[src/design/pov_macros.svh]
`ifndef POV_MACROS_SVH
`define POV_MACROS_SVH

// Frame geometry, kept small for simulation
`define POV_FRAME_PIXELS 16

// Frame RAM address width
`define POV_RAM_AW 16

// Longest command payload in bytes
`define POV_MAX_PAYLOAD 6

// Payload bytes required per opcode
`define POV_LEN_ROTATION 2
`define POV_LEN_DRIVER_CONF 6
`define POV_LEN_RGB_ENABLE 1
`define POV_LEN_READ_ADDR 2

`endif

[src/design/pixel_pkg.sv]
`default_nettype none

`include "pov_macros.svh"

package pixel_pkg;

   // Video input pixel, red in the top byte
   typedef logic [23:0] rgb888_t;

   // Stored pixel, 5-6-5 packing
   typedef logic [15:0] rgb565_t;

   // Frame RAM address
   typedef logic [`POV_RAM_AW-1:0] ram_addr_t;

   // Pixel counter within a frame
   // One extra bit so the count can reach POV_FRAME_PIXELS
   typedef logic [$clog2(`POV_FRAME_PIXELS):0] pix_cnt_t;

endpackage

`default_nettype wire

[src/design/spi_pkg.sv]
`default_nettype none

`include "pov_macros.svh"

package spi_pkg;

   // One byte on the SPI line
   typedef logic [7:0] spi_byte_t;

   // Command opcodes, first byte of a frame
   typedef enum logic [7:0] {
      op_rotation    = 8'd1,
      op_driver_conf = 8'd2,
      op_rgb_enable  = 8'd3,
      op_read_addr   = 8'd4
   } cmd_opcode_t;

   // Payload, first byte in the top bits
   typedef logic [`POV_MAX_PAYLOAD*8-1:0] cmd_payload_t;
   typedef logic [2:0] cmd_len_t;

   typedef logic [15:0] rotation_t;
   typedef logic [47:0] driver_conf_t;

   // Frame receiver FSM
   typedef enum logic [1:0] {rx_idle, rx_shift, rx_done} rx_state_t;

endpackage

`default_nettype wire

[src/design/spi_cmd_if.sv]
`timescale 1ns/1ps
`default_nettype none

// One decoded SPI frame, receiver to decoder
interface spi_cmd_if import spi_pkg::*; ();

   cmd_opcode_t  opcode;
   cmd_payload_t payload;
   cmd_len_t     len;
   // Single-cycle strobe, other fields stable while high
   logic         valid;

   modport tx (output opcode, output payload, output len, output valid);

   modport rx (input opcode, input payload, input len, input valid);

endinterface

`default_nettype wire

[src/design/spi_frame_rx.sv]
`timescale 1ns/1ps
`default_nettype none

`include "pov_macros.svh"

module spi_frame_rx import spi_pkg::*, pixel_pkg::*; (
   input  wire logic clk,
   input  wire logic nrst,
   input  wire logic spi_sclk,
   input  wire logic spi_cs_n,
   input  wire logic spi_mosi,
   input  rgb565_t   readback,
   output logic      spi_miso,
   spi_cmd_if.tx     cmd
);

   // Two-flop synchronizers, bit 1 is the safe output
   logic [1:0] sclk_sync;
   logic [1:0] cs_sync;
   logic [1:0] mosi_sync;
   // Edge detect stage
   logic sclk_d;
   logic cs_d;
   logic sclk_rise;
   logic sclk_fall;
   logic cs_rise;
   logic cs_fall;

   rx_state_t    state;
   logic [2:0]   bit_cnt;
   spi_byte_t    byte_sr;
   spi_byte_t    next_byte;
   logic         have_op;
   cmd_opcode_t  opcode_q;
   cmd_payload_t payload_q;
   cmd_len_t     len_q;
   rgb565_t      miso_sr;

   always_ff @(posedge clk or negedge nrst) begin
      if (!nrst) begin
         sclk_sync <= '0;
         cs_sync   <= '0;
         mosi_sync <= '0;
         sclk_d    <= 1'b0;
         cs_d      <= 1'b0;
      end else begin
         sclk_sync <= {sclk_sync[0], spi_sclk};
         cs_sync   <= {cs_sync[0], spi_cs_n};
         mosi_sync <= {mosi_sync[0], spi_mosi};
         sclk_d    <= sclk_sync[1];
         cs_d      <= cs_sync[1];
      end
   end

   assign sclk_rise = sclk_sync[1] & ~sclk_d;
   assign sclk_fall = ~sclk_sync[1] & sclk_d;
   // cs_n is active low, so its fall opens a frame
   assign cs_fall   = ~cs_sync[1] & cs_d;
   assign cs_rise   = cs_sync[1] & ~cs_d;

   // MSB first, new bit enters at the bottom
   assign next_byte = {byte_sr[6:0], mosi_sync[1]};

   always_ff @(posedge clk or negedge nrst) begin
      if (!nrst) begin
         state     <= rx_idle;
         bit_cnt   <= '0;
         byte_sr   <= '0;
         have_op   <= 1'b0;
         opcode_q  <= cmd_opcode_t'(8'h00);
         payload_q <= '0;
         len_q     <= '0;
         miso_sr   <= '0;
      end else begin
         case (state)
            rx_idle: begin
               if (cs_fall) begin
                  state     <= rx_shift;
                  bit_cnt   <= '0;
                  have_op   <= 1'b0;
                  payload_q <= '0;
                  len_q     <= '0;
                  // Word at the current read address goes out first
                  miso_sr   <= readback;
               end
            end
            rx_shift: begin
               if (cs_rise) begin
                  // Partial byte in byte_sr is simply dropped
                  state <= rx_done;
               end else if (sclk_rise) begin
                  byte_sr <= next_byte;
                  bit_cnt <= bit_cnt + 3'd1;
                  if (bit_cnt == 3'd7) begin
                     if (!have_op) begin
                        opcode_q <= cmd_opcode_t'(next_byte);
                        have_op  <= 1'b1;
                     end else if (len_q < cmd_len_t'(`POV_MAX_PAYLOAD)) begin
                        // Left-aligned, first payload byte lands on top
                        payload_q[8*(`POV_MAX_PAYLOAD-1-int'(len_q)) +: 8] <= next_byte;
                        len_q <= len_q + cmd_len_t'(1);
                     end
                  end
               end
               // Mode 0, host samples on rise so we change on fall
               if (sclk_fall) begin
                  miso_sr <= {miso_sr[14:0], 1'b0};
               end
            end
            rx_done: begin
               state <= rx_idle;
            end
            default: begin
               state <= rx_idle;
            end
         endcase
      end
   end

   assign spi_miso    = miso_sr[15];

   assign cmd.opcode  = opcode_q;
   assign cmd.payload = payload_q;
   assign cmd.len     = len_q;
   // No opcode byte, no command
   assign cmd.valid   = (state == rx_done) & have_op;

   // Each frame yields at most one strobe
   a_valid_single: assert property (@(posedge clk) disable iff (!nrst)
      cmd.valid |=> !cmd.valid);

endmodule

`default_nettype wire

[src/flat_wrapper.sv]
// flat-port wrapper written by rule: the top's interface ports become plain ports
module spi_frame_rx_flat import spi_pkg::*, pixel_pkg::*;
  (clk, nrst, spi_sclk, spi_cs_n, spi_mosi, readback, spi_miso, cmd_opcode, cmd_payload, cmd_len, cmd_valid);
  spi_cmd_if cmd_i ();
  input  wire logic clk;
  input  wire logic nrst;
  input  wire logic spi_sclk;
  input  wire logic spi_cs_n;
  input  wire logic spi_mosi;
  input  rgb565_t readback;
  output logic spi_miso;
  output wire logic [$bits(cmd_i.opcode)-1:0] cmd_opcode;
  output wire logic [$bits(cmd_i.payload)-1:0] cmd_payload;
  output wire logic [$bits(cmd_i.len)-1:0] cmd_len;
  output wire logic [$bits(cmd_i.valid)-1:0] cmd_valid;
  assign cmd_opcode = cmd_i.opcode;
  assign cmd_payload = cmd_i.payload;
  assign cmd_len = cmd_i.len;
  assign cmd_valid = cmd_i.valid;
  spi_frame_rx u_core (.clk(clk), .nrst(nrst), .spi_sclk(spi_sclk), .spi_cs_n(spi_cs_n), .spi_mosi(spi_mosi), .readback(readback), .spi_miso(spi_miso), .cmd(cmd_i));
endmodule
[config.mk]
export PLATFORM = sky130hd
export DESIGN_NAME = spi_frame_rx_flat
export DESIGN_NICKNAME = d
export VERILOG_FILES = /design/src/design/pixel_pkg.sv /design/src/design/spi_pkg.sv /design/src/design/spi_cmd_if.sv /design/src/design/spi_frame_rx.sv /design/src/flat_wrapper.sv
export VERILOG_INCLUDE_DIRS = /design/src /design/src/design
export SDC_FILE = /design/constraint.sdc
export NUM_CORES = 1
export LEC_CHECK = 0
export BUFFER_PORTS_ARGS = -buffer_cell sky130_fd_sc_hd__buf_4
export CAP_MARGIN = 15
export CORE_ASPECT_RATIO = 0.9
export CORE_MARGIN = 2
export CORE_UTILIZATION = 47
export CTS_CLUSTER_DIAMETER = 100
export DETAILED_ROUTE_END_ITERATION = 10
export PLACE_DENSITY = 0.65
export SYNTH_ARGS = -nofsm -noshare
export SYNTH_HDL_FRONTEND = slang
export SYNTH_SLANG_ARGS = --single-unit
[constraint.sdc]
create_clock -name clk -period 3.9 [get_ports clk]
set_clock_uncertainty 0.05 [all_clocks]
set_input_delay 0.195 -clock clk [delete_from_list [all_inputs] [get_ports clk]]
set_output_delay 0.195 -clock clk [all_outputs]
set_load 0.03 [all_outputs]
After elaboration in Yosys (flattened, before gate mapping)

Index checks and enable logic that the tools add are counted.

Register bits after elaboration: 96
Output and inout bits: 61
Word-level logic and storage cells: 80

Add/subtract/negate cells: 4
Order comparisons: 1
Eq/ne operators: 11
Shift operators: 2
Multiplexer cells: 29
Bitwise gates (word level): 11
Reductions and logical operators: 9

Operators with widths:

| cell                                                   | count |
|---|---|
| two-way mux 48 bit                                     | 6 |
| one-hot mux 48 bit (2 select lines)                    | 1 |
| bitwise mux 48 bit                                     | 1 |
| variable shift 8 x 33 -> 48 bit (first input constant) | 1 |
| variable part select 8 x 33 -> 48 bit                  | 1 |
| negator 32 -> 33 bit                                   | 1 |
| two-way mux 16 bit                                     | 2 |
| one-hot mux 16 bit (2 select lines)                    | 1 |
| two-way mux 3 bit                                      | 8 |
| inequality test 2 x 1 -> 1 bit (second input constant) | 7 |
| one-hot mux 3 bit (2 select lines)                     | 2 |
| AND reduction 5 bit                                    | 2 |
| AND reduction 7 bit                                    | 1 |
| adder 3 x 1 -> 3 bit (second input constant)           | 2 |
| NOT 1 bit                                              | 6 |
| AND reduction 3 bit                                    | 2 |
| AND 1 bit                                              | 5 |
| two-way mux 1 bit                                      | 4 |
| two-way mux 2 bit                                      | 2 |
| one-hot mux 2 bit (2 select lines)                     | 1 |
| AND reduction 4 bit                                    | 1 |
| subtractor 3 x 3 -> 4 bit (first input constant)       | 1 |
| equality test 3 bit (second input constant)            | 1 |
| less-than comparator 3 bit (second input constant)     | 1 |
| other kinds (7)                                        | 7 |

Depth between registers and ports, before layout

Depth after elaboration: 10
Gate-level depth with buffers: 9

Worst setup path before layout

No wires, ideal clock.

Path type: flip-flop to flip-flop
Start point: register u_core.len_q[1], in the netlist u_core.cmd.len[1]
End point: register u_core.payload_q[24], in the netlist u_core.cmd.payload[24]
Library setup time: 0.082 ns
Data arrival time: 2.771 ns
Setup slack: 0.997 ns
Cell stages (with the launch flop): 9
Path buffers: 0
Period minus slack after synthesis: 2.903 ns
Cell sequence: dfrtp_1 > inv_1 > ha_1 > inv_1 > fa_1 > or4b_2 > nor3_1 > nand2_1 > mux2i_1

Cells in the longest elaborated chain, start to end: 10
Elaborated cells between the ends (all ways): 14
Classes of those cells: 2 x add/sub; 1 x order compare; 1 x eq/ne; 2 x shift; 7 x mux; 1 x reduce/logical

Ends and longest elaborated chain:

| item                                                                                            | line                | source |
|---|---|---|
| from (decl)                                                                                     | spi_frame_rx.sv:36  | `cmd_len_t len_q;` |
| from (signal assigned)                                                                          | spi_frame_rx.sv:101 | `len_q <= len_q + cmd_len_t'(1);` |
| subtractor 3 x 3 -> 4 bit (no line)                                                             | n/a                 |  |
| negator 32 -> 33 bit                                                                            | spi_frame_rx.sv:100 | `` payload_q[8*(`POV_MAX_PAYLOAD-1-int'(len_q)) +: 8] <= next_byte; `` |
| variable part select 8 x 33 -> 48 bit / variable shift 8 x 33 -> 48 bit (equally long branches) | spi_frame_rx.sv:100 |  |
| bitwise mux 48 bit                                                                              | spi_frame_rx.sv:100 |  |
| two-way mux 48 bit                                                                              | spi_frame_rx.sv:98  | `` end else if (len_q < cmd_len_t'(`POV_MAX_PAYLOAD)) begin `` |
| two-way mux 48 bit                                                                              | spi_frame_rx.sv:95  | `if (!have_op) begin` |
| two-way mux 48 bit                                                                              | spi_frame_rx.sv:94  | `if (bit_cnt == 3'd7) begin` |
| two-way mux 48 bit                                                                              | spi_frame_rx.sv:91  | `end else if (sclk_rise) begin` |
| two-way mux 48 bit                                                                              | spi_frame_rx.sv:88  | `if (cs_rise) begin` |
| one-hot mux 48 bit (2 select lines)                                                             | spi_frame_rx.sv:75  | `case (state)` |
| to (signal, indexed assignment)                                                                 | spi_frame_rx.sv:100 |  |
| to (decl)                                                                                       | spi_frame_rx.sv:35  | `cmd_payload_t payload_q;` |

Several ways; a longest one is shown, not always the timed one. The select of a mux whose other input is x is not followed.
A chain may end at the register's enable or synchronous reset.

Worst setup path in the final report

Start point: register u_core.len_q[0], in the netlist u_core.cmd.len[0]
End point: register u_core.payload_q[16], in the netlist u_core.cmd.payload[16]

Same word-level chain as after synthesis.

==> flow_summary.yaml <==
outcome:
  status: "finished, final reports clean"
critical_path:
  reg2reg_from: "u_core.cmd.len[0]"
  cp-startpoint: "u_core.cmd.len[0]"
  cp.arrival_ps: 3060
  required_ps: 4100
  startpoint_type: "flop"
  crit_type: "flop to flop"
  cp_max_fo: 12
  cp-end-kind: "flop"
global_route:
  grt_pass1_vias: 2962
  grt_max_degree: 78
  antenna_found_initial: 0
  grt-ovfl-total: 0
  grt_usage_pct: 19.9
  grt_pass1_wl_um: 15300
floorplan:
  die_h_um: 95.0
  start_util_pct: 47.8
  row_count: 33
  die_x_um: 105
  fp.dieArea_um2: 9980
  core-area_um2: 9040
  pin_count: 82
power:
  pwr-share-comb_pct: 27.0
  switchingPower_uw: 955
  clkPwrFrac_pct: 22.2
  power_frac_seq_pct: 50.8
  power_density_nw_per_um2: 499
  swShare_pct: 36.3
  intPower_mw: 1.68
  ir_drop_mv: 0.333
  leakagePower_nw: 2.72
route:
  antenna_left: 0
  viasPerCell: 5.15
  dr.pass1.iters: 4
  vias: 3020
  wl_per_cell_um: 16.0
  wirelength_um: 9350
  drt_iter0_drc: 132
  route.detailed.drc: 0
synthesis:
  synth_fp_nets: 408
  synth_cells: 376
  synth.distinct_cells: 47
  synth.area.top_cells: "dfrtp_1 (56%), mux2i_1 (11%), nand2_1 (6.1%), a22o_1 (3.4%), mux2_1 (3.1%)"
  ys_seq_elements: 96
  synth_edf_count: 0
  syn_area_per_cell_um2: 11.5
  synth_top_cells_by_count: "dfrtp_1 (96), nand2_1 (70), mux2i_1 (48)"
  yosys_warnings: 0
  synth_seq_area_share_pct: 55.6
  synth_most_common_cell: "dfrtp_1"
  synth.cell_area_um2: 4320
  synth_top_area_cell: "dfrtp_1"
  synthArstFlopShare_pct: 100
  ys.flop_type: "dfrtp_1"
  synth_top_area_share_pct: 55.6
timing:
  fin_ws_ps: 1030
  rsz0062_at_grt: "no"
  report.final.slew_viol_count: 0
  fin_crit_sh_pct: 73.5
  setup_viol: 0
  finalCriticalPeriod_ps: 2870
  slew_headroom_pct: 32.2
  fin_setup_tns_ps: 0
  hold_viol: 0
  tightest_slew_ps: 1010
  timing.fmax_mhz: 349
placement:
  port_buffers: 81
  placed_area_um2: 5060
  pre_cts_slack_ps: 1030
  dp.cells: 565
  globalplace.congestion: 0.904
  dp.final_hpwl_um: 6440
layout:
  drive_above_1_share_pct: 26.1
  diodes: 0
  layout.nets: 491
  area_growth_pct: 22.2
  design_area_um2: 5280
  final_cells: 586
  fin_util_pct: 58.4
  fillers: 786
run:
  cap_violations: 0
clock_tree:
  cts_num_sinks: 96
  htree_levels: 3
  clock-root-buffer: "clkbuf_8"
  clk_pin_slew_ps: 90
  ctsResizeCount: 0
  clock_path_buffers: 2
  insertion_delay_ps: 360
  cts-buffers-inserted: 9
  cts_tree: "yes"
worst_hold_path:
  hp-class: "primary input to flop"
  worstHoldStart: "readback[1]"
[worst paths after layout]
check	endpoint	slack, ps	cells past startpoint
max	u_core.cmd.payload[16]	1030	7
max in group asynchronous	u_core.cmd.payload[46]	2490	3
min reg2reg	u_core.cs_sync[1]	310	0
min in group asynchronous	u_core.cmd.payload[21]	470	2
max reg2reg	u_core.cmd.payload[16]	1030	7
min	u_core.miso_sr[1]	50	3
[per-stage QoR]
step / total power [mW] / hold WS [ps]
detailed placement: 2.07 / 256
finish: 2.63 / 49.9
CTS: 2.66 / 42.9
global placement: 2.04 / 255
global route: 2.80 / 59.4
floorplan: 1.80 / -151
[metal layers]
metal	GRT usage, %	up-vias	wire (µm)
met5	0	-	0
met4	5.33	0	90
met3	5.38	9	539
met2	31.9	84	4330
met1	26.9	1466	4390
li1	-	1461	-
[placed cells by master, fill, tap and decap left out, types with 3 or more instances in the layout]
cell type	Yosys	routed
a21oi_1	3	3
a22o_1	17	17
a31oi_2	2	3
buf_4	0	87
clkbuf_8	0	10
clkinv_2	0	3
dfrtp_1	96	96
dlygate4sd3_1	0	5
ha_1	10	10
inv_1	24	24
mux2_1	12	12
mux2_2	4	4
mux2i_1	48	48
nand2_1	70	70
nand2b_1	3	3
nand3_1	5	5
nor2_1	7	7
nor4_1	3	3
o21ai_0	3	3
o21ai_1	17	17
[registers in the layout, indices dropped and copies added (netlist names), 3 cells and up]
| signal | cells |
|---|---|
| u_core.bit_cnt | 3 |
| u_core.byte_sr | 7 |
| u_core.cmd.len | 3 |
| u_core.cmd.opcode | 8 |
| u_core.cmd.payload | 48 |
| u_core.miso_sr | 16 |
[critical path, stage by stage (launching register included)]
cell and delay [ps]:
dfrtp_1 560, ha_1 230, inv_1 60, fa_1 620, or3_1 210, nor2_1 80, a31oi_2 540, mux2_2 400
[power by group through the flow]
stage          logic (mW)  clock network [mW]  registers (mW)
4_1_cts             0.718               0.604            1.34
2_1_floorplan       0.477                   0            1.32
3_3_place_gp        0.692                   0            1.35
3_5_place_dp        0.713                   0            1.35
5_1_grt             0.794               0.646            1.36
6_report            0.711               0.584            1.34
[cell type report]
cell class                      count  area [µm²]  area share [%]
Clock inverter                      5        32.5           0.616
Timing Repair Buffer               92         703            13.3
Clock buffer                       11         141            2.68
Sequential cell                    96        2400            45.5
Multi-Input combinational cell    236        1760            33.3
Inverter                           24        90.1            1.71
Tap cell                          122         153            2.89
[logic make-up (layout without fill, tap and decap cells)]
logic type / after synthesis / count (layout) / share of synthesized area (%)
compound gates: 50 / 50 / 8.77
fa+ha+maj: 11 / 11 / 3.36
buf+inv: 44 / 132 / 4.08
flops: 96 / 96 / 55.6
mux: 64 / 64 / 15.3
simple gates: 111 / 111 / 12.9
[what timing repair did]
item	CTS	global route
endpoints found under the setup margin	0	0
buffers inserted	0	0
hold endpoints to repair	80	0
hold buffers	5	0
Power figures use the tool's default switching activity.
