**src/design/pov_macros.svh**
```systemverilog
`ifndef POV_MACROS_SVH
`define POV_MACROS_SVH

// Frame geometry, kept small for simulation
`define POV_FRAME_PIXELS 16

// Frame RAM address width
`define POV_RAM_AW 16

// Longest command payload in bytes
`define POV_MAX_PAYLOAD 6

// Payload bytes required per opcode
`define POV_LEN_ROTATION 2
`define POV_LEN_DRIVER_CONF 6
`define POV_LEN_RGB_ENABLE 1
`define POV_LEN_READ_ADDR 2

`endif

```
**src/design/pixel_pkg.sv**
```systemverilog
`default_nettype none

`include "pov_macros.svh"

package pixel_pkg;

   // Video input pixel, red in the top byte
   typedef logic [23:0] rgb888_t;

   // Stored pixel, 5-6-5 packing
   typedef logic [15:0] rgb565_t;

   // Frame RAM address
   typedef logic [`POV_RAM_AW-1:0] ram_addr_t;

   // Pixel counter within a frame
   // One extra bit so the count can reach POV_FRAME_PIXELS
   typedef logic [$clog2(`POV_FRAME_PIXELS):0] pix_cnt_t;

endpackage

`default_nettype wire

```
**src/design/rgb_capture.sv**
```systemverilog
`timescale 1ns/1ps
`default_nettype none

`include "pov_macros.svh"

module rgb_capture import pixel_pkg::*; (
   input  wire logic clk,
   input  wire logic nrst,
   input  rgb888_t   rgb,
   input  wire logic rgb_de,
   input  wire logic vsync,
   input  wire logic rgb_enable,
   output logic      wr_en,
   output ram_addr_t wr_addr,
   output rgb565_t   wr_data,
   output logic      frame_ready
);

   logic     vsync_d;
   logic     vsync_rise;
   logic     take_pixel;
   pix_cnt_t pix_cnt;
   rgb565_t  pix565;

   // Top 5 red, top 6 green, top 5 blue
   assign pix565 = {rgb[23:19], rgb[15:10], rgb[7:3]};

   assign vsync_rise = vsync & ~vsync_d;

   // Frame full means later pixels are dropped
   assign take_pixel = rgb_de & rgb_enable
                       & (pix_cnt < pix_cnt_t'(`POV_FRAME_PIXELS));

   always_ff @(posedge clk or negedge nrst) begin
      if (!nrst) begin
         vsync_d <= 1'b0;
      end else begin
         vsync_d <= vsync;
      end
   end

   // Pixel counter, restarted by each vsync
   always_ff @(posedge clk or negedge nrst) begin
      if (!nrst) begin
         pix_cnt <= '0;
      end else if (vsync_rise) begin
         pix_cnt <= '0;
      end else if (take_pixel) begin
         pix_cnt <= pix_cnt + pix_cnt_t'(1);
      end
   end

   // Registered RAM write port
   always_ff @(posedge clk or negedge nrst) begin
      if (!nrst) begin
         wr_en   <= 1'b0;
         wr_addr <= '0;
         wr_data <= '0;
      end else begin
         // vsync wins over a pixel in the same cycle
         wr_en <= take_pixel & ~vsync_rise;
         if (take_pixel) begin
            wr_addr <= ram_addr_t'(pix_cnt);
            wr_data <= pix565;
         end
      end
   end

   // Last pixel went into the RAM on the previous edge
   always_ff @(posedge clk or negedge nrst) begin
      if (!nrst) begin
         frame_ready <= 1'b0;
      end else begin
         frame_ready <= wr_en & (wr_addr == ram_addr_t'(`POV_FRAME_PIXELS - 1));
      end
   end

   // Counter and write path must keep writes inside one frame
   a_wr_in_frame: assert property (@(posedge clk) disable iff (!nrst)
      wr_en |-> (wr_addr < ram_addr_t'(`POV_FRAME_PIXELS)));

endmodule

`default_nettype wire

```
**config.mk**
```make
export PLATFORM = sky130hd
export DESIGN_NAME = rgb_capture
export DESIGN_NICKNAME = d
export VERILOG_FILES = /design/src/design/pixel_pkg.sv /design/src/design/rgb_capture.sv
export VERILOG_INCLUDE_DIRS = /design/src /design/src/design
export SDC_FILE = /design/constraint.sdc
export NUM_CORES = 1
export LEC_CHECK = 0
export BUFFER_PORTS_ARGS = -buffer_cell sky130_fd_sc_hd__buf_2
export CAP_MARGIN = 25
export CELL_PAD_IN_SITES_DETAIL_PLACEMENT = 1
export CELL_PAD_IN_SITES_GLOBAL_PLACEMENT = 1
export CORE_ASPECT_RATIO = 1.4
export CORE_MARGIN = 4
export CORE_UTILIZATION = 38
export CTS_BUF_LIST = sky130_fd_sc_hd__clkbuf_4 sky130_fd_sc_hd__clkbuf_8
export DETAILED_ROUTE_END_ITERATION = 12
export GPL_ROUTABILITY_DRIVEN = 1
export PLACE_DENSITY = 0.9
export SKIP_CTS_REPAIR_TIMING = 1
export SLEW_MARGIN = 20
export SYNTH_ARGS = -nofsm -noshare
export SYNTH_HDL_FRONTEND = slang
export SYNTH_SLANG_ARGS = --single-unit
```
**constraint.sdc**
```tcl
create_clock -name clk -period 2.5 [get_ports clk]
set_clock_uncertainty 0.2 [all_clocks]
set_input_delay 0.25 -clock clk [delete_from_list [all_inputs] [get_ports clk]]
set_output_delay 0.25 -clock clk [all_outputs]
set_load 0.01 [all_outputs]
```
Yosys cells after proc, flatten, opt, wreduce, memory -nomap -nowiden
Index checks and enable logic that the tools add are counted.
W data, S select, Z words.
{"block": "totals", "out_inout_bits": 34, "regBits": 29, "elab_cells": 19, "in_bits": 29}
{"block": "classes", "n_eq_ne": 1, "mux": 2, "magnitude_cmp": 1, "reduce_logical": 1, "add_sub_neg": 1, "bitwise": 7}
{"operator": "$mux W5", "count": 2}
{"operator": "$add A5 B1 Y5 const B", "count": 1}
{"operator": "$and A1 B1 Y1", "count": 5}
{"operator": "$eq A5 B4 Y1 const B", "count": 1}
{"operator": "$lt A5 B5 Y1 const B", "count": 1}
{"operator": "$not A1 Y1", "count": 2}
{"operator": "$reduce_bool A2 Y1", "count": 1}

Depth between registers and ports, before layout
Gate-level depths: netlist of the first run.
{"block": "depth", "ltp_word": 4, "ltp_mapped": 4}

Worst setup path before layout of the first run
No wires, ideal clock.
{"block": "synth_path", "path_type": "reg2reg", "from": "reg pix_cnt[4]", "to": "reg wr_data[10]", "setup_time_ps": 125, "stages_incl_launch_ff": 4, "arrival_ps": 1002, "n_path_buf": 1, "setup_slack_ps": 1173, "period_less_slack_ps": 1327, "cell_sequence": "dfrtp_1 > nand3b_4 > buf_4 > mux2_2"}
{"block": "synth_via", "elab_chain_cells": 2}
{"item": "from (decl)", "line": "rgb_capture.sv:22", "source": "pix_cnt_t pix_cnt;"}
{"item": "from (signal assigned)", "line": "rgb_capture.sv:49", "source": "pix_cnt <= pix_cnt + pix_cnt_t'(1);"}
{"item": "$lt A5 B5 Y1", "line": "rgb_capture.sv:32", "source": "& (pix_cnt < pix_cnt_t'(`POV_FRAME_PIXELS));"}
{"item": "$and A1 B1 Y1", "line": "rgb_capture.sv:31", "source": "assign take_pixel = rgb_de & rgb_enable"}
{"item": "to (signal assigned)", "line": "rgb_capture.sv:64", "source": "wr_data <= pix565;"}
{"item": "to (decl)", "line": "rgb_capture.sv:15", "source": "output rgb565_t wr_data,"}
No other way between the ends.
A chain may end at the register's enable or synchronous reset.

Final worst setup path of the first run
{"block": "layout_path", "from": "reg pix_cnt[4]", "to": "reg pix_cnt[3]"}
{"block": "layout_via", "elab_chain_cells": 3}
{"item": "$lt A5 B5 Y1", "line": "rgb_capture.sv:32"}
{"item": "$and A1 B1 Y1", "line": "rgb_capture.sv:31"}
{"item": "$reduce_bool A2 Y1 (no source line)"}
No other way between the ends.

==> metrics.log, run 1 <==
[metrics] sort of element at the end of the critical path: flop
[metrics] number of max-slew violations in the final report: 0
[metrics] TritonCTS clock tree: done
[metrics] Seq/Total Area, Yosys: 60.2%
[metrics] via count of the first global-routing pass: 867
[metrics] commonest cells after routing, fill and taps aside: sky130_fd_sc_hd__buf_2 (43), sky130_fd_sc_hd__dfrtp_1 (29), sky130_fd_sc_hd__mux2_2 (20)
[metrics] clock sinks: 29
[metrics] Placed Area: 1400 sq um
[metrics] Setup Total Neg Slack: 0 ns
[metrics] Final Critical Period: approximately 1.7 ns
[metrics] Routed Antenna Nets: 0
[metrics] detail-routed via count per cell: between 4 and 5
[metrics] ordered list of cells on the worst path: nand3b_4, or3_1, a21oi_1
[metrics] cell at the slowest stage of the critical path: sky130_fd_sc_hd__or3_1
[metrics] worst-case setup slack after placement: around 0.82 ns
[metrics] Slew HR: 57.5%
[metrics] Initial DRT Pass Iterations: 4
[metrics] Worst VDD drop: 0.363 mV
[metrics] routed length on met3: 274 microns
[metrics] Max stage delay on crit path: approximately 0.47 ns
[metrics] worst min-delay path category: primary input to flop
[metrics] highest routed metal layer: met4
[metrics] setup repair after global routing missed its margin: no
[metrics] total of max-cap violations: 0
[metrics] boundary pin count: 63
[metrics] Layout Nets: approximately 170
[metrics] cell row count: 23
[metrics] routability cong.: between 0.7 and 0.8
[metrics] total of flip-flops plus latches after synthesis: 29
[metrics] total global routing track utilization: between 10 and 15%
[metrics] worst setup path category: flop to flop
[metrics] result of the run: finished, final reports clean
[metrics] LEAKAGE: 0.793 nW
[metrics] Max Freq: 0.600 GHz
[metrics] number of warnings issued by yosys: 0
[metrics] Die W: 55.6 microns
[metrics] Routed wire per std cell: 14.8 microns
[metrics] Worst Path Max Fanout: 26
[metrics] number of cells in the finished layout apart from fillers: between 150 and 200
[metrics] CTS H-Tree Depth: 2
[metrics] final worst-path setup slack: approximately 0.83 ns
[metrics] most common cell after layout, fill and taps aside: sky130_fd_sc_hd__buf_2
[metrics] Layout Area Growth over Synthesis: 26.9%
[metrics] final non-filler cell area: 1530 sq um
[metrics] final core utilization: 51.6%
[metrics] # setup viols final: 0
[metrics] largest net degree at the start of global routing: 30
[metrics] share of cells above drive strength 1: approximately 54%
[metrics] total via count after detailed routing: 788
[metrics] post-synthesis cell count: 84
[metrics] fill cell instance count of the final layout: 327
[metrics] remaining global-route overflow: 0
[metrics] data arrival time of the critical path: 1.66 ns
[metrics] Netlist Area Pre-Place: 1200 sq um
[metrics] sum of routed wire segments on met1: 887 microns
[metrics] Tot Pwr: 1.14 mW
[metrics] Num CTS Buffers: 5
[metrics] drt initial violations: 11
[metrics] aggregate routed wire length: 2.56 mm
[metrics] worst skew pair latency: 0.27 ns
[metrics] library cell used as clock root buffer: sky130_fd_sc_hd__clkbuf_8
[metrics] height of the chip: 74.6 microns
[metrics] core region area: 2960 sq um
[metrics] Unique masters post-synth: 21
[metrics] total half-perimeter wirelength after legalization and detailed placement: 1.97 mm
[metrics] PwrDens: 745 nW/um^2
[metrics] number of antenna violations at the first check in global routing: 0
[metrics] startpoint kind of the worst setup timing path: flop
[metrics] clock transition at the registers of the reported paths: roughly 0.06 ns
[metrics] final hold violation count: 0
[metrics] met2 wire len: 1.39 mm
[metrics] transition time at the pin with the least slew margin: approximately 0.64 ns
[metrics] starting utilization of the core area: 40.7%
[metrics] number of input and output port buffers inserted: 43
[metrics] post-route fraction of the period consumed by the critical path: approximately two thirds
[metrics] mean post-synth cell area: 14.3 sq um
[metrics] post-route worst hold slack: 0.00499 ns
[metrics] DRC violations left: 0
[metrics] WP data required: between 2 and 3 ns
[metrics] die outline area: 4150 sq um
[metrics] total instance count after detailed placement: 161
[metrics] clk buf depth: 2
[metrics] wire length of the first global-routing pass: 4.20 mm
[metrics] diode insertion count for antenna repair: 0
cell usage after synthesis (all sizes together):
library cell	instances	share of area, %
ha	1	1.0
nor2b	1	0.52
and2	1	0.52
nor2	5	1.6
nand2	1	0.31
dfrtp	29	60
nand4b	1	0.73
nor3b	1	0.62
nand3	1	0.41
buf	13	8.4
conb	1	0.31
o21ba	1	0.83
mux2i	1	0.83
a21oi	1	0.41
xor2	2	1.5
o21ai	1	0.41
or3	1	0.52
nand3b	1	1.7
mux2	20	19
nand4	1	0.52
power by group:
part	switching (mW)	internal, mW	leakage [nW]
Combinational	0.103	0.101	0.383
Clock	0.161	0.203	0.0484
Sequential	0.0400	0.531	0.362
layout make-up:
| class | instances | area (sq um) | share of cell area (%) |
|---|---|---|---|
| tap | 37 | 46.3 | 3.03 |
| clock buffer | 6 | 76.3 | 4.99 |
| timing repair buffer | 47 | 255 | 16.7 |
| clock inverter | 2 | 10.0 | 0.655 |
| sequential | 29 | 726 | 47.5 |
| multi-input combinational | 52 | 415 | 27.2 |
path summary, 6_finish.rpt:
| path | start | to | slack [ns] | cells past startpoint |
|---|---|---|---|---|
| max | pix_cnt[4]$_DFFE_PN0P_ | pix_cnt[3]$_DFFE_PN0P_ | 0.83 | 3 |
| min reg2reg | wr_addr[4]$_DFFE_PN0P_ | frame_ready$_DFF_PN0_ | 0.28 | 1 |
| min in group asynchronous | nrst | wr_data[4]$_DFFE_PN0P_ | 0.35 | 2 |
| max in group asynchronous | nrst | wr_data[13]$_DFFE_PN0P_ | 1.34 | 2 |
| max reg2reg | pix_cnt[4]$_DFFE_PN0P_ | pix_cnt[3]$_DFFE_PN0P_ | 0.83 | 3 |
| min | rgb[23] | wr_data[15]$_DFFE_PN0P_ | 0.005 | 2 |
registers in the layout (all words and copies together) (netlist names):
signal       cells
wr_en            1
pix_cnt          5
vsync_d          1
wr_data         16
wr_addr          5
frame_ready      1
kinds of logic (layout without fill, tap and decap cells):
logic type      count (synthesis)  count (layout)  synth area share, %
buf+inv                        13              55                 8.41
simple gates                   14              14                 7.37
fa+ha+maj                       1               1                 1.04
flops                          29              29                 60.2
compound gates                  3               3                 1.66
mux                            21              21                 19.5
other cells                     1              11                0.311
xor+xnor                        2               2                 1.45
critical path: cells and delay by family, from the launching register on:
family,cells,cell delay (ns)
compound gates,1,0.16
flops,1,0.38
simple gates,2,0.85
per-layer routing:
metal / track usage [%] / vias to the layer above
met4: 4.05 / 0
met1: 13.5 / 380
met3: 7.55 / 2
met2: 23.9 / 43
li1: - / 363
met5: 0 / -
Power figures use the tool's default switching activity.
==> run 2, diff against run 1 <==
CORE_UTILIZATION = 32   (was 38)
PLACE_DENSITY = 0.81   (was 0.9)
clock period = 1.45 ns   (was 2.5 ns; I/O delays follow)
==> run 2 against run 1 <==
Against the previous run:
- final area rose by 12%
- sequential cell count did not move
- wire length rose by 15%
- largest power group unchanged
==> metrics.log, run 2 (synthesized netlist as in run 1, its figures left out) <==
[metrics] total of max-cap violations: 0 (unchanged)
[metrics] die outline area: 4830 sq um (+16%)
[metrics] DRC violations left: 0 (unchanged)
[metrics] GR Layer Usage met2: 22.5% (-1.4 points)
[metrics] Die W: 59.9 microns (+7.7%)
[metrics] aggregate routed wire length: 2.94 mm (+15%)
[metrics] share of power burned in the clock network: 32.7% (+0.8 points)
[metrics] switching part of the total: 25.9% (-0.81 points)
[metrics] wire length of the first global-routing pass: 4.24 mm (+0.98%)
[metrics] Final Critical Period: 1.38 ns (-0.290 ns)
[metrics] logic gate share of total power: 19.0% (+1.1 points)
[metrics] Layout Nets: 181 (+9.7%)
[metrics] Routed Antenna Nets: 0 (unchanged)
[metrics] number of antenna violations at the first check in global routing: 0 (unchanged)
[metrics] worst skew pair latency: 0.27 ns (about the same)
[metrics] data arrival time of the critical path: 1.31 ns (-0.35 ns)
[metrics] total half-perimeter wirelength after legalization and detailed placement: 2.12 mm (+7.3%)
[metrics] crit path launch: pix_cnt[4]$_DFFE_PN0P_
[metrics] drt initial violations: 5 (-6)
[metrics] number of input and output port buffers inserted: 43 (unchanged)
[metrics] clock sinks: 29 (unchanged)
[metrics] core region area: 3640 sq um (+23%)
[metrics] Tot Pwr: 2.04 mW (+80%)
[metrics] most crowded layer after global routing: met2
[metrics] WP data required: 1.39 ns (-1.11 ns)
[metrics] library cell used as clock root buffer: sky130_fd_sc_hd__clkbuf_8
[metrics] share of cells above drive strength 1: 49.0% (-4.7 points)
[metrics] registers with the highest flip-flop counts: wr_data: 16 flops, pix_cnt: 5 flops, wr_addr: 5 flops
[metrics] # setup viols final: 0 (unchanged)
[metrics] largest net degree at the start of global routing: 30 (unchanged)
[metrics] clk buf depth: 2 (unchanged)
[metrics] Max Freq: 0.727 GHz (+21%)
[metrics] sequential group share of total power: 48.3% (-1.8 points)
[metrics] diode insertion count for antenna repair: 0 (unchanged)
[metrics] via count of the first global-routing pass: 875 (+0.92%)
[metrics] startpoint of the worst-slack reg-to-reg timing path: pix_cnt[4]$_DFFE_PN0P_
[metrics] Global Route met1 Usage: 11.0% (-2.6 points)
[metrics] boundary pin count: 63 (unchanged)
[metrics] number of cells on the worst reg-to-reg path: 4 (+1)
[metrics] Worst Path Max Fanout: 18 (-31%)
[metrics] post-route fraction of the period consumed by the critical path: 94.9% (+28 points)
[metrics] clock transition at the registers of the reported paths: 0.06 ns (about the same)
[metrics] worst setup path category: flop to flop
[metrics] total global routing track utilization: 12.2% (-1.3 points)
[metrics] height of the chip: 80.6 microns (+8.0%)
[metrics] max FFs per register: 16 (unchanged)
[metrics] startpoint kind of the worst setup timing path: flop
[metrics] cell at the slowest stage of the critical path: sky130_fd_sc_hd__dfrtp_1
[metrics] register with the highest flop count: wr_data
[metrics] remaining global-route overflow: 0 (unchanged)
[metrics] Num CTS Buffers: 5 (unchanged)
[metrics] Max stage delay on crit path: 0.39 ns (-0.08 ns)
[metrics] Routed wire per std cell: 15.3 microns (+3.0%)
[metrics] setup repair after global routing missed its margin: no
[metrics] detail-routed via count per cell: 4.51 (-0.92%)
[metrics] PwrDens: 1200 nW/um^2 (+61%)
[metrics] TritonCTS clock tree: done
[metrics] result of the run: finished, final reports clean
[metrics] number of max-slew violations in the final report: 0 (unchanged)
[metrics] Layout Area Growth over Synthesis: 41.6%
[metrics] hold path startpoint: vsync
[metrics] starting utilization of the core area: 33.1% (-7.6 points)
[metrics] most common cell after layout, fill and taps aside: sky130_fd_sc_hd__buf_2
[metrics] Slew HR: 57.7% (+0.16 points)
[metrics] ordered list of cells on the worst path: nand3b_4, buf_12, o21ai_0, a21oi_1
[metrics] transition time at the pin with the least slew margin: 0.635 ns (-0.00234 ns)
[metrics] Int Pwr: 1.52 mW (+81%)
[metrics] final hold violation count: 0 (unchanged)
[metrics] routability cong.: 0.742 (+4.0%)
[metrics] met3 layer usage reported by global route: 4.66% (-2.9 points)
[metrics] NetSw: 0.529 mW (+74%)
[metrics] Worst VDD drop: 0.549 mV (+51%)
[metrics] sort of element at the end of the critical path: flop
[metrics] Initial DRT Pass Iterations: 3 (-1)
[metrics] CTS H-Tree Depth: 2 (unchanged)
[metrics] total via count after detailed routing: 871 (+11%)
[metrics] LEAKAGE: 0.866 nW (+9.1%)
[metrics] number of stages on the worst hold path: 3 (+1)
[metrics] worst min-delay path category: primary input to flop
[metrics] commonest cells after routing, fill and taps aside: sky130_fd_sc_hd__buf_2 (43), sky130_fd_sc_hd__dfrtp_1 (29), sky130_fd_sc_hd__mux2_2 (20)
[metrics] cell row count: 26 (+13%)
[metrics] Setup Total Neg Slack: 0 ns (unchanged)
[run 2: cell types whose count changed in the layout (fill, tap and decap cells not counted)]
cell,before,now
sky130_fd_sc_hd__clkinv_2,2,0
sky130_fd_sc_hd__clkbuf_8,5,6
sky130_fd_sc_hd__buf_12,0,1
sky130_fd_sc_hd__buf_4,0,1
sky130_fd_sc_hd__dlygate4sd3_1,4,18
[run 2: cell type report]
type	count	area [sq um]
tap	42	52.6
sequential	29	726
multi-input combinational	52	415
clock buffer	7	90.1
timing repair buffer	63	423
fill	406	1940
[run 2: power groups by stage]
stage,sequential [mW],clock [mW],combinational [mW]
3_5_place_dp,1.00,0,0.353
4_1_cts,0.987,0.701,0.354
6_report,0.988,0.668,0.388
5_1_grt,1.00,0.732,0.430
3_3_place_gp,0.988,0,0.336
2_1_floorplan,1.03,0,0.163
[run 2: per-layer routing]
metal  vias to the layer above  share of wire (%)
met5                         -                  0
met4                         0                2.1
met3                         7                9.8
met2                        40                 58
met1                       424                 30
li1                        400                  -
[run 2: metrics by stage]
| stage | std cells | hold slack, ns | worst slack, ns | area [sq um] | utilization [%] |
|---|---|---|---|---|---|
| floorplan | 94 | -0.351 | 0.123 | 1240 | - |
| global placement | 168 | -0.0153 | 0.139 | 1440 | 39.4 |
| detailed placement | 168 | 0.00210 | 0.0725 | 1440 | 39.4 |
| CTS | 175 | -0.305 | 0.0535 | 1530 | 41.9 |
| global route | 193 | 0.106 | 0.0147 | 1710 | 46.8 |
| finish | 193 | 0.0804 | 0.0744 | 1710 | 46.8 |
[run 2: path summary, 6_finish.rpt]
check,end,slack (ns)
worst max-delay path,pix_cnt[3]$_DFFE_PN0P_,0.07
worst min-delay path,wr_en$_DFF_PN0_,0.08
worst max register to register,pix_cnt[3]$_DFFE_PN0P_,0.07
worst min register to register,frame_ready$_DFF_PN0_,0.29
max in group asynchronous,pix_cnt[2]$_DFFE_PN0P_,0.40
min in group asynchronous,wr_data[4]$_DFFE_PN0P_,0.23
[run 2: worst max-delay path: cells and delay by family (launching register included)]
kind                   cells  cell delay [ns]
DFF                        1             0.39
buffers and inverters      1             0.17
AOI/OAI and AO/OA          2             0.30
and+or+nand+nor            1             0.19
